==> src/verilog/cache_cfg_pkg.sv <==
// Cache configuration package
// Geometry of the direct-mapped cache and the controller state encoding
`default_nettype none

package cache_cfg_pkg;

  // ------------------------------------------------
  // Geometry, 16 lines of 16 bytes
  localparam int cache_nbytes   = 256;
  localparam int line_nbytes    = 16;
  localparam int nlines         = cache_nbytes / line_nbytes;  // 16
  localparam int idx_nbits      = $clog2(nlines);               // 4
  localparam int off_nbits      = $clog2(line_nbytes);          // 4
  localparam int tag_nbits      = 32 - idx_nbits - off_nbits;   // 24
  localparam int word_sel_nbits = off_nbits - 2;                // Word within the line

  // ------------------------------------------------
  // Controller states
  typedef enum logic [3:0] {
    idle          = 4'd0,   // Waiting for a request
    tag_check     = 4'd1,   // Compare tag, branch on type
    init_access   = 4'd2,   // Install tag and word
    read_access   = 4'd3,   // Load line into the read register
    write_access  = 4'd4,   // Update word on a write hit
    refill_req    = 4'd5,   // Line read to memory
    refill_wait   = 4'd6,   // Wait for the refill line
    refill_update = 4'd7,   // Write line and tag into the arrays
    wmem_req      = 4'd8,   // Write-through request
    wmem_wait     = 4'd9,   // Wait for the write ack
    resp_wait     = 4'd10   // Hold response until taken
  } ctrl_state_t;

endpackage

`default_nettype wire

==> src/verilog/mem_msg_pkg.sv <==
// Memory message package
// Request and response message formats for the cache port and the memory port
`default_nettype none

package mem_msg_pkg;

  localparam int opaque_nbits = 8;  // Width of the request tag echoed in the response

  // Request types, shared by the cache port and the memory port
  typedef enum logic [2:0] {
    msg_read  = 3'd0,
    msg_write = 3'd1,
    msg_init  = 3'd2  // Cache only, never reaches memory
  } msg_type_t;

  // ------------------------------------------------
  // Cache side messages
  typedef struct packed {
    msg_type_t                 msg_type;
    logic [opaque_nbits-1:0]   opaque;
    logic [31:0]               addr;
    logic [31:0]               data;
  } cache_req_t;

  typedef struct packed {
    msg_type_t                 msg_type;
    logic [opaque_nbits-1:0]   opaque;  // Echo of the request tag
    logic                      hit;
    logic [31:0]               data;    // Read data, zero for init and write
  } cache_resp_t;

  // ------------------------------------------------
  // Memory side messages
  typedef struct packed {
    msg_type_t   msg_type;  // Read or write only
    logic [31:0] addr;      // Line aligned on reads
    logic [31:0] data;
  } mem_req_t;

  typedef logic [127:0] line_t;  // One refill line, word 0 in the low bits

endpackage

`default_nettype wire
==> src/verilog/cache_ctrl_if.sv <==
// Controller to datapath link of the blocking cache
// Array and register enables one way, request type and tag compare the other
`default_nettype none

interface cache_ctrl_if;
  import mem_msg_pkg::*;

  // Controls, driven by the FSM
  logic      req_en;      // Load request register
  logic      refill_en;   // Load refill line register
  logic      tag_wen;     // Write tag and set valid
  logic      data_wen;    // Write data array line
  logic      refill_sel;  // 1 whole refill line, 0 one request word
  logic      read_en;     // Load read data register

  // Status, driven by the datapath
  msg_type_t req_type;    // Type of the registered request
  logic      tag_match;   // Valid and tag equal

  modport ctrl (
    output req_en, refill_en, tag_wen, data_wen, refill_sel, read_en,
    input  req_type, tag_match
  );

  modport dpath (
    input  req_en, refill_en, tag_wen, data_wen, refill_sel, read_en,
    output req_type, tag_match
  );

endinterface

`default_nettype wire

==> src/verilog/blocking_cache.sv <==
// Blocking direct-mapped write-through cache
// Joins the FSM and the datapath, exposes the cache and memory ports
`default_nettype none

module blocking_cache (
  input  logic                                   clk,
  input  logic                                   reset,

  // Cache request
  input  logic                                   cachereq_val,
  output logic                                   cachereq_rdy,
  input  mem_msg_pkg::msg_type_t                 cachereq_type,
  input  logic [mem_msg_pkg::opaque_nbits-1:0]   cachereq_opaque,
  input  logic [31:0]                            cachereq_addr,
  input  logic [31:0]                            cachereq_data,

  // Cache response
  output logic                                   cacheresp_val,
  input  logic                                   cacheresp_rdy,
  output mem_msg_pkg::msg_type_t                 cacheresp_type,
  output logic [mem_msg_pkg::opaque_nbits-1:0]   cacheresp_opaque,
  output logic                                   cacheresp_hit,
  output logic [31:0]                            cacheresp_data,

  // Memory request
  output logic                                   memreq_val,
  input  logic                                   memreq_rdy,
  output mem_msg_pkg::msg_type_t                 memreq_type,
  output logic [31:0]                            memreq_addr,
  output logic [31:0]                            memreq_data,

  // Memory response, one full line
  input  logic                                   memresp_val,
  output logic                                   memresp_rdy,
  input  mem_msg_pkg::line_t                     memresp_data
);

  cache_ctrl_if cif ();  // Controls and status between FSM and datapath

  // --------------------------------------------------
  // FSM owns the handshakes and the hit flag
  cache_ctrl ctrl_inst (
    .clk           (clk),
    .reset         (reset),
    .cachereq_val  (cachereq_val),
    .cachereq_rdy  (cachereq_rdy),
    .cacheresp_val (cacheresp_val),
    .cacheresp_rdy (cacheresp_rdy),
    .memreq_val    (memreq_val),
    .memreq_rdy    (memreq_rdy),
    .memresp_val   (memresp_val),
    .memresp_rdy   (memresp_rdy),
    .cacheresp_hit (cacheresp_hit),
    .cif           (cif)
  );

  // Datapath owns the message fields
  cache_dpath dpath_inst (
    .clk              (clk),
    .reset            (reset),
    .cachereq_type    (cachereq_type),
    .cachereq_opaque  (cachereq_opaque),
    .cachereq_addr    (cachereq_addr),
    .cachereq_data    (cachereq_data),
    .cacheresp_type   (cacheresp_type),
    .cacheresp_opaque (cacheresp_opaque),
    .cacheresp_data   (cacheresp_data),
    .memreq_type      (memreq_type),
    .memreq_addr      (memreq_addr),
    .memreq_data      (memreq_data),
    .memresp_data     (memresp_data),
    .cif              (cif)
  );

endmodule

`default_nettype wire

==> src/verilog/cache_ctrl.sv <==
// Blocking cache controller
// FSM for tag check, data access, line refill and write-through
`default_nettype none

module cache_ctrl (
  input  logic         clk,
  input  logic         reset,
  input  logic         cachereq_val,
  output logic         cachereq_rdy,
  output logic         cacheresp_val,
  input  logic         cacheresp_rdy,
  output logic         memreq_val,
  input  logic         memreq_rdy,
  input  logic         memresp_val,
  output logic         memresp_rdy,
  output logic         cacheresp_hit,
  cache_ctrl_if.ctrl   cif
);
  import mem_msg_pkg::*;
  import cache_cfg_pkg::*;

  ctrl_state_t state_reg;
  ctrl_state_t state_next;
  logic        hit_reg;  // Hit flag captured at tag check

  // --------------------------------------------------
  // State register and hit flag
  always_ff @(posedge clk) begin
    if (reset) begin
      state_reg <= idle;
      hit_reg   <= 1'b0;
    end else begin
      state_reg <= state_next;
      if (state_reg == tag_check) hit_reg <= cif.tag_match;
    end
  end

  assign cacheresp_hit = hit_reg;

  // --------------------------------------------------
  // Next state
  always_comb begin
    state_next = state_reg;  // Stay by default, covers all stalls
    case (state_reg)
      idle:          if (cachereq_val) state_next = tag_check;
      tag_check: begin
        case (cif.req_type)
          msg_init:  state_next = init_access;
          msg_read:  state_next = cif.tag_match ? read_access : refill_req;
          msg_write: state_next = cif.tag_match ? write_access : wmem_req;
          default:   state_next = resp_wait;  // Unknown type, answer without access
        endcase
      end
      init_access:   state_next = resp_wait;
      read_access:   state_next = resp_wait;
      write_access:  state_next = wmem_req;   // Array first, then memory
      refill_req:    if (memreq_rdy) state_next = refill_wait;
      refill_wait:   if (memresp_val) state_next = refill_update;
      refill_update: state_next = read_access;  // Replay the read on the new line
      wmem_req:      if (memreq_rdy) state_next = wmem_wait;
      wmem_wait:     if (memresp_val) state_next = resp_wait;
      resp_wait:     if (cacheresp_rdy) state_next = idle;
      default:       state_next = idle;
    endcase
  end

  // --------------------------------------------------
  // Control signal table
  typedef struct packed {
    logic cachereq_rdy;
    logic cacheresp_val;
    logic memreq_val;
    logic memresp_rdy;
    logic req_en;
    logic refill_en;
    logic refill_sel;
    logic tag_wen;
    logic data_wen;
    logic read_en;
  } cs_t;

  cs_t cs;

  function automatic cs_t set_cs(
    input logic creq_rdy, input logic cresp_val,
    input logic mreq_val, input logic mresp_rdy,
    input logic req_en,   input logic refill_en, input logic refill_sel,
    input logic tag_wen,  input logic data_wen,  input logic read_en
  );
    set_cs = '{creq_rdy, cresp_val, mreq_val, mresp_rdy,
               req_en, refill_en, refill_sel, tag_wen, data_wen, read_en};
  endfunction

  // Register loads in idle and refill_wait repeat each cycle, last one is the transfer
  always_comb begin
    case (state_reg)
      //                  creq cresp mreq mresp  req  rfl  rfl  tag  data read
      //                  rdy  val   val  rdy    en   en   sel  wen  wen  en
      idle:          cs = set_cs(1, 0, 0, 0,  1, 0, 0, 0, 0, 0);
      tag_check:     cs = set_cs(0, 0, 0, 0,  0, 0, 0, 0, 0, 0);
      init_access:   cs = set_cs(0, 0, 0, 0,  0, 0, 0, 1, 1, 0);
      read_access:   cs = set_cs(0, 0, 0, 0,  0, 0, 0, 0, 0, 1);
      write_access:  cs = set_cs(0, 0, 0, 0,  0, 0, 0, 0, 1, 0);
      refill_req:    cs = set_cs(0, 0, 1, 0,  0, 0, 0, 0, 0, 0);
      refill_wait:   cs = set_cs(0, 0, 0, 1,  0, 1, 1, 0, 0, 0);
      refill_update: cs = set_cs(0, 0, 0, 0,  0, 0, 1, 1, 1, 0);
      wmem_req:      cs = set_cs(0, 0, 1, 0,  0, 0, 0, 0, 0, 0);
      wmem_wait:     cs = set_cs(0, 0, 0, 1,  0, 0, 0, 0, 0, 0);
      resp_wait:     cs = set_cs(0, 1, 0, 0,  0, 0, 0, 0, 0, 0);
      default:       cs = set_cs(0, 0, 0, 0,  0, 0, 0, 0, 0, 0);
    endcase
  end

  // Unpack to handshake ports and datapath controls
  assign cachereq_rdy   = cs.cachereq_rdy;
  assign cacheresp_val  = cs.cacheresp_val;
  assign memreq_val     = cs.memreq_val;
  assign memresp_rdy    = cs.memresp_rdy;
  assign cif.req_en     = cs.req_en;
  assign cif.refill_en  = cs.refill_en;
  assign cif.refill_sel = cs.refill_sel;
  assign cif.tag_wen    = cs.tag_wen;
  assign cif.data_wen   = cs.data_wen;
  assign cif.read_en    = cs.read_en;

endmodule

`default_nettype wire

==> src/verilog/cache_dpath.sv <==
// Blocking cache datapath
// Tag, valid and data arrays, request and refill registers, message fields
`default_nettype none

module cache_dpath (
  input  logic                                   clk,
  input  logic                                   reset,
  input  mem_msg_pkg::msg_type_t                 cachereq_type,
  input  logic [mem_msg_pkg::opaque_nbits-1:0]   cachereq_opaque,
  input  logic [31:0]                            cachereq_addr,
  input  logic [31:0]                            cachereq_data,
  output mem_msg_pkg::msg_type_t                 cacheresp_type,
  output logic [mem_msg_pkg::opaque_nbits-1:0]   cacheresp_opaque,
  output logic [31:0]                            cacheresp_data,
  output mem_msg_pkg::msg_type_t                 memreq_type,
  output logic [31:0]                            memreq_addr,
  output logic [31:0]                            memreq_data,
  input  mem_msg_pkg::line_t                     memresp_data,
  cache_ctrl_if.dpath                            cif
);
  import mem_msg_pkg::*;
  import cache_cfg_pkg::*;

  cache_req_t                 req_reg;      // Request held for the whole transaction
  line_t                      refill_line;  // Line returned by memory
  line_t                      read_line;    // Line read for the response

  logic [tag_nbits-1:0]       tag_array [nlines];
  logic [nlines-1:0]          valid_bits;
  line_t                      data_array [nlines];

  logic [tag_nbits-1:0]       req_tag;
  logic [idx_nbits-1:0]       req_idx;
  logic [word_sel_nbits-1:0]  req_word;
  logic [6:0]                 word_lsb;     // Bit position of the word in a line
  line_t                      wr_line;
  mem_req_t                   mreq;

  // --------------------------------------------------
  // Request and refill registers, no reset on payload
  always_ff @(posedge clk) begin
    if (cif.req_en) begin
      req_reg <= '{msg_type: cachereq_type, opaque: cachereq_opaque,
                   addr: cachereq_addr, data: cachereq_data};
    end
    if (cif.refill_en) refill_line <= memresp_data;
  end

  // Address split: tag | index | word | byte
  assign req_tag  = req_reg.addr[31 -: tag_nbits];
  assign req_idx  = req_reg.addr[off_nbits +: idx_nbits];
  assign req_word = req_reg.addr[(off_nbits - word_sel_nbits) +: word_sel_nbits];
  assign word_lsb = {req_word, 5'd0};

  assign cif.req_type  = req_reg.msg_type;
  assign cif.tag_match = valid_bits[req_idx] && (tag_array[req_idx] == req_tag);

  // --------------------------------------------------
  // Array write data
  always_comb begin
    wr_line = data_array[req_idx];  // Keep other words of the line
    if (cif.refill_sel) begin
      wr_line = refill_line;        // Whole line on refill
    end else begin
      wr_line[word_lsb +: 32] = req_reg.data;
    end
  end

  // Tag and data arrays
  always_ff @(posedge clk) begin
    if (cif.tag_wen)  tag_array[req_idx]  <= req_tag;
    if (cif.data_wen) data_array[req_idx] <= wr_line;
    if (cif.read_en)  read_line           <= data_array[req_idx];
  end

  // Valid bits, cleared on reset, set with the tag
  always_ff @(posedge clk) begin
    if (reset) begin
      valid_bits <= '0;
    end else if (cif.tag_wen) begin
      valid_bits[req_idx] <= 1'b1;
    end
  end

  // --------------------------------------------------
  // Memory request: line read on a miss, word write through otherwise
  always_comb begin
    if (req_reg.msg_type == msg_write) begin
      mreq = '{msg_type: msg_write, addr: req_reg.addr, data: req_reg.data};
    end else begin
      mreq = '{msg_type: msg_read,
               addr: {req_reg.addr[31:off_nbits], {off_nbits{1'b0}}},
               data: 32'd0};
    end
  end

  assign memreq_type = mreq.msg_type;
  assign memreq_addr = mreq.addr;
  assign memreq_data = mreq.data;

  // Response fields, data only meaningful on reads
  assign cacheresp_type   = req_reg.msg_type;
  assign cacheresp_opaque = req_reg.opaque;
  assign cacheresp_data   = (req_reg.msg_type == msg_read) ? read_line[word_lsb +: 32] : 32'd0;

endmodule

`default_nettype wire

==> config.mk <==
export PLATFORM = sky130hd
export DESIGN_NAME = blocking_cache
export DESIGN_NICKNAME = d
export VERILOG_FILES = /design/src/verilog/cache_cfg_pkg.sv /design/src/verilog/mem_msg_pkg.sv /design/src/verilog/cache_ctrl_if.sv /design/src/verilog/blocking_cache.sv /design/src/verilog/cache_ctrl.sv /design/src/verilog/cache_dpath.sv
export SDC_FILE = /design/constraint.sdc
export NUM_CORES = 2
export LEC_CHECK = 0
export ABC_CLOCK_PERIOD_IN_PS = 20200
export BUFFER_PORTS_ARGS = -buffer_cell sky130_fd_sc_hd__buf_2
export CORE_ASPECT_RATIO = 1.25
export CORE_MARGIN = 8
export CORE_UTILIZATION = 50
export CTS_CLUSTER_DIAMETER = 150
export CTS_CLUSTER_SIZE = 28
export DETAILED_ROUTE_END_ITERATION = 8
export GPL_TIMING_DRIVEN = 0
export PLACE_DENSITY = 0.66
export SLEW_MARGIN = 40
export SYNTH_ARGS = -nofsm -noshare
export SYNTH_HDL_FRONTEND = slang
export SYNTH_SLANG_ARGS = --single-unit
==> constraint.sdc <==
create_clock -name clk -period 20.2 [get_ports clk]
set_input_delay 0 -clock clk [delete_from_list [all_inputs] [get_ports clk]]
set_output_delay 0 -clock clk [all_outputs]
set_load 0.005 [all_outputs]
-- Yosys cells after proc, flatten, opt, wreduce, memory -nomap -nowiden
Memories as Yosys holds them, arrays and structs flattened. A register that Yosys moved wholly into a read port is not among the register bits.
Cells that the tools add are included.
W data, S select, Z words.
- add/subtract/negate cells: 1
- magnitude comparators: 2
- eq/ne operators: 19
- shift-type cells: 3
- multiplexer cells: 26
- bitwise operators: 1
- reduce and logical (&&, ||, !) cells: 6
- operators by type and width (kind ; number):
    $bwmux W128 ; 1
    $mux W128 ; 1
    $shift A32 B9 Y128 const A ; 1
    $shiftx A128 B8 Y32 ; 1
    $shiftx A32 B9 Y128 ; 1
    $mux W65 ; 1
    $mux W4 ; 11
    $pmux W4 S10 ; 1
    $mux W32 ; 1
    $eq A24 B24 Y1 ; 1
    $eq A4 B3 Y1 const B ; 4
    $or A16 B16 Y16 ; 1
    $eq A4 B4 Y1 const B ; 3
    $ne A2 B2 Y1 const B ; 6
    $pmux W4 S3 ; 1
    $neg A7 Y9 ; 1
    $eq A4 B2 Y1 const B ; 2
    $mux W1 ; 6
    $reduce_and A6 Y1 ; 1
    $lt A4 B5 Y1 const B ; 1
    $bmux W1 S4 ; 1
    $demux W1 S4 ; 1
    $eq A4 B1 Y1 const B ; 1
    $ge A4 B1 Y1 const B ; 1
    7 further kinds ; 8
- register bits after elaboration: 352
- memory bits (writable): 2432
- bits in read-only memories: 160
- output and inout port bits: 115
- memories: 3
- memory list (memory ; words ; width ; rd ports ; clocked after memory_dff ; wr ports ; line ; source):
    dpath_inst.data_array ; 16 ; 128 ; 1 ; 1 ; 1 ; cache_dpath.sv:30 ; line_t data_array [nlines];
    dpath_inst.tag_array ; 16 ; 24 ; 1 ; 1 ; 1 ; cache_dpath.sv:28 ; logic [tag_nbits-1:0] tag_array [nlines];
    (name not given) ; 16 ; 10 ; 1 ; 1 ; 0 ; cache_ctrl.sv:96 ; case (state_reg)

-- Longest topological paths before layout
- word-level depth: 8
- depth in mapped cells: 16

-- Cells and area by module
Synthesis repeated with hierarchy kept, for this count alone.
- cells, all modules: 4786
- area, all modules: 107790.9 um^2
- modules (own cells, without submodules) (module ; times used ; cells each ; area each (um^2) ; sequential area each (um^2)):
    cache_dpath ; 1 ; 4698 ; 106907.5 ; 83370.0
    cache_ctrl ; 1 ; 88 ; 883.3 ; 280.3

-- Least setup slack after synthesis
Ideal clock, no wire load.
- path type: reg2reg
- start point: register dpath_inst.req_reg, in the netlist dpath_inst.req_idx[0]
- end point: memory dpath_inst.data_array[4][0] (netlist name) (enable)
- data arrival time: 6433 ps
- slack: 13150 ps
- cell stages (with the launch flop): 5
- clock period less this slack: 7050 ps
- path through: edfxtp_1 clkbuf_1 or2_2 clkbuf_1 nor2_1
- RTL lines (element ; line ; source):
    start: declaration ; cache_dpath.sv:24 ; cache_req_t req_reg;
    start signal: assignment ; cache_dpath.sv:43 ; req_reg <= '{msg_type: cachereq_type, opaque: cachereq_opaque,
    end: declaration ; cache_dpath.sv:30 ;
Straight into the memory's write port.

==> results.toml <==
[sta]
hold_viol_final = 0
finalSetupTns_ns = 0
tightest_slew_ns = 0.924
finalMaxSlewViolations = 0
clock_skew_ns = 0.0584
layout_min_cycle_time_ns = 5.65
period_share = 0.280
setup-violations-final = 0
max_freq_ghz = 0.177
hold_ws_ns = 0.0777
relSlewSlack = 0.384
rsz0062_at_grt = "false"

[route]
drt_iter0_drc = 8278
drt_wl_total_um = 324000
drt_pass1_iterations = 6
vias = 56700
avgRoutedWirePerCell_um = 37.1
ant_nets = 0
drcViolationCount = 0
routed_via_density = 6.50

[logic_synthesis]
syn_avg_cell_area_um2 = 22.7
async_flop_share = 0
synth_ff_type = "edfxtp_1"
synth-edff-count = 2763
synth.top_cell.area_share = 0.772
synthesis.area_um2 = 107000
synth.area.top_cells = "edfxtp_1, mux4_2, a221oi_1"
synthCells = 4745
synth.distinct_cells = 68
yosys_register_bits = 2797
synth_area_leader_cell = "edfxtp_1"
seq_area_frac_synth = 0.778
synth_warnings = 0

[power]
power.density_nw_per_um2 = 125
swShare = 0.328
p_int_w = 0.0106
vdd_drop_max_mv = 0.102
power_frac_comb = 0.329
power_frac_seq = 0.500
power_frac_clock = 0.171
p_leak_nw = 41.0
p_sw_w = 0.00519

[global_route]
grtUsageTotal = 0.278
grt_max_degree = 45
antenna_found_initial = 22
grt_pass1_vias = 56100
overflow = 0
grt_pass1_wl_um = 447000

[cts]
cts_resized = 0
cts_tree = "yes"
clk_latency_ns = 0.83
clock_path_buffers = 3
clk_pin_slew_ns = 0.11
cts.root.buffer_cell = "clkbuf_16"
cts_sinks = 2797
cts_buffers = 110
cts_max_level = 3

[die]
fp.dieW_um = 431
io_pins = 324
row_count = 190
core_um2 = 214000
start_util = 0.502
die_h_um = 534
dieArea_um2 = 230000

[setup_path]
crit_fanout = 16
cp_cell_sequence = "buf_6 -> buf_2 -> buf_4 -> buf_2 -> clkbuf_2 -> buf_2 -> mux4_2 -> mux4_2 -> a221oi_1 -> a21oi_2"
crit_family = "buffers and inverters"
critPathCaptureType = "register"
slowest_delay_ns = 0.84
worst-setup-path-type = "reg -> reg"
cp-start-kind = "register"
critPathMostFrequentCell = "buf_2"
arrival_ns = 6.10
slowest_stage = "a221oi_1"
crit_buf_inv = 6
critical_path_required_ns = 20.65

[layout]
layout_commonest_cell = "edfxtp_1"
final_area_um2 = 127000
reg_top3 = "dpath_inst.data_array: 2048 flops, dpath_inst.tag_array: 384 flops"
drive_above_1_share = 0.318
top_register = "dpath_inst.data_array"
most-common-layout-cells = "edfxtp_1, mux4_2, dlygate4sd3_1"
largest_reg_flops = 2048
layout.nets = 6110
syn2layout_area_growth_pct = 17.7

[job]
maxCapViolCount = 0

[placed_design]
dp_hpwl_um = 230000
numPortBuffers = 321
gp_congestion = 0.853
place_area_um2 = 119000

[worst_hold_path]
hold_class = "in -> reg"

[outcome]
status = "complete, no violations"
==> worst reg2reg max path: stages (launching register included) <==
cell and delay [ns]:
dfxtp_1 0.41, buf_6 0.22, buf_2 0.38, buf_4 0.37, buf_2 0.54, clkbuf_2 0.64
buf_2 0.56, mux4_2 0.39, mux4_2 0.65, a221oi_1 0.85, a21oi_2 0.28
==> cells by family (layout without fill, tap and decap cells) <==
kind of cell | Yosys count | count (layout) | synth area share
adders and majority gates | 9 | 9 | 0.00105
muxes | 828 | 828 | 0.163
buffers and inverters | 411 | 1573 | 0.0174
AOI/OAI and AO/OA | 348 | 348 | 0.0225
and+or+nand+nor | 320 | 320 | 0.0149
DFF | 2797 | 2797 | 0.778
xor gates and xnor gates | 31 | 31 | 0.00253
other | 1 | 33 | 0.0000349
==> Yosys cell counts, types with 3 or more instances <==
| library cell | number |
|---|---|
| o21ai_0 | 47 |
| a21oi_1 | 93 |
| inv_1 | 102 |
| xor2_1 | 17 |
| and2_1 | 5 |
| nor2b_1 | 8 |
| a211oi_1 | 5 |
| or4_1 | 3 |
| mux2i_1 | 74 |
| buf_1 | 46 |
| a22o_1 | 5 |
| a31oi_1 | 11 |
| clkbuf_1 | 162 |
| mux2_2 | 15 |
| mux4_1 | 4 |
| and3_1 | 73 |
| nor2_1 | 83 |
| nand3_1 | 8 |
| buf_2 | 37 |
| edfxtp_1 | 2763 |
| buf_4 | 53 |
| ha_1 | 9 |
| nand4_1 | 7 |
| o22ai_1 | 4 |
| dfxtp_1 | 34 |
| nand2_1 | 92 |
| buf_6 | 9 |
| o2bb2ai_1 | 3 |
| nor3_1 | 5 |
| or3_1 | 6 |
| mux4_2 | 735 |
| nor4_1 | 4 |
| o21a_1 | 4 |
| a22oi_1 | 61 |
| nand3b_1 | 5 |
| nand2b_1 | 6 |
| o2111a_1 | 3 |
| xnor2_1 | 14 |
| a221oi_1 | 93 |
==> layout make-up <==
type	instances	area, um^2
clock inverter	7	116
timing repair buffer	1034	11700
buffer	308	1620
fill	14900	87400
inverter	103	387
clock buffer	121	2790
antenna	31	77.6
multi-input combinational	1538	22700
tap	2784	3480
sequential	2797	83700
==> power groups by stage <==
stage	clock (W)	combinational, W	sequential [W]
2_1_floorplan	0	0.00291	0.00799
3_3_place_gp	0	0.00453	0.00827
3_5_place_dp	0	0.00503	0.00805
4_1_cts	0.00272	0.00511	0.00792
5_1_grt	0.00289	0.00540	0.00793
6_report	0.00270	0.00520	0.00791
==> repair_timing <==
item,CTS,global route
hold buffers,413,0
buffers inserted,0,0
hold endpoints to repair,227,0
==> metrics by stage <==
stage / total power (W) / instances / worst slack [ns] / util
global route: 0.0162 / 8700 / 14.53 / 0.591
finish: 0.0158 / 8723 / 14.55 / 0.591
detailed placement: 0.0131 / 8148 / 14.41 / 0.556
CTS: 0.0157 / 8689 / 14.37 / 0.589
global placement: 0.0128 / 7851 / 4.65 / 0.526
floorplan: 0.0109 / 4746 / 13.15 / -
==> layer usage <==
layer  wire [um]  share of wire  track usage  vias up
met4       22600          0.070        0.161       10
li1            -              -            -    22200
met1      113000           0.35        0.358    30200
met2      157000           0.49        0.449     3609
met3       31400          0.097       0.0462      664
met5          58        0.00018            0        -
==> path summary, 6_finish.rpt <==
| path | from | to | slack, ns | cells after the start |
|---|---|---|---|---|
| min reg2reg | dpath_inst.valid_bits[7]$_SDFFE_PP0P_ | dpath_inst.valid_bits[7]$_SDFFE_PP0P_ | 0.49 | 2 |
| min | reset | ctrl_inst.state_reg[2]$_SDFFE_PP0P_ | 0.08 | 3 |
| max reg2reg | register | dpath_inst.data_array[8][34]$_DFFE_PP_ | 14.55 | 10 |
| max | register | dpath_inst.data_array[8][34]$_DFFE_PP_ | 14.55 | 10 |
(Power assumes the default switching activity.)
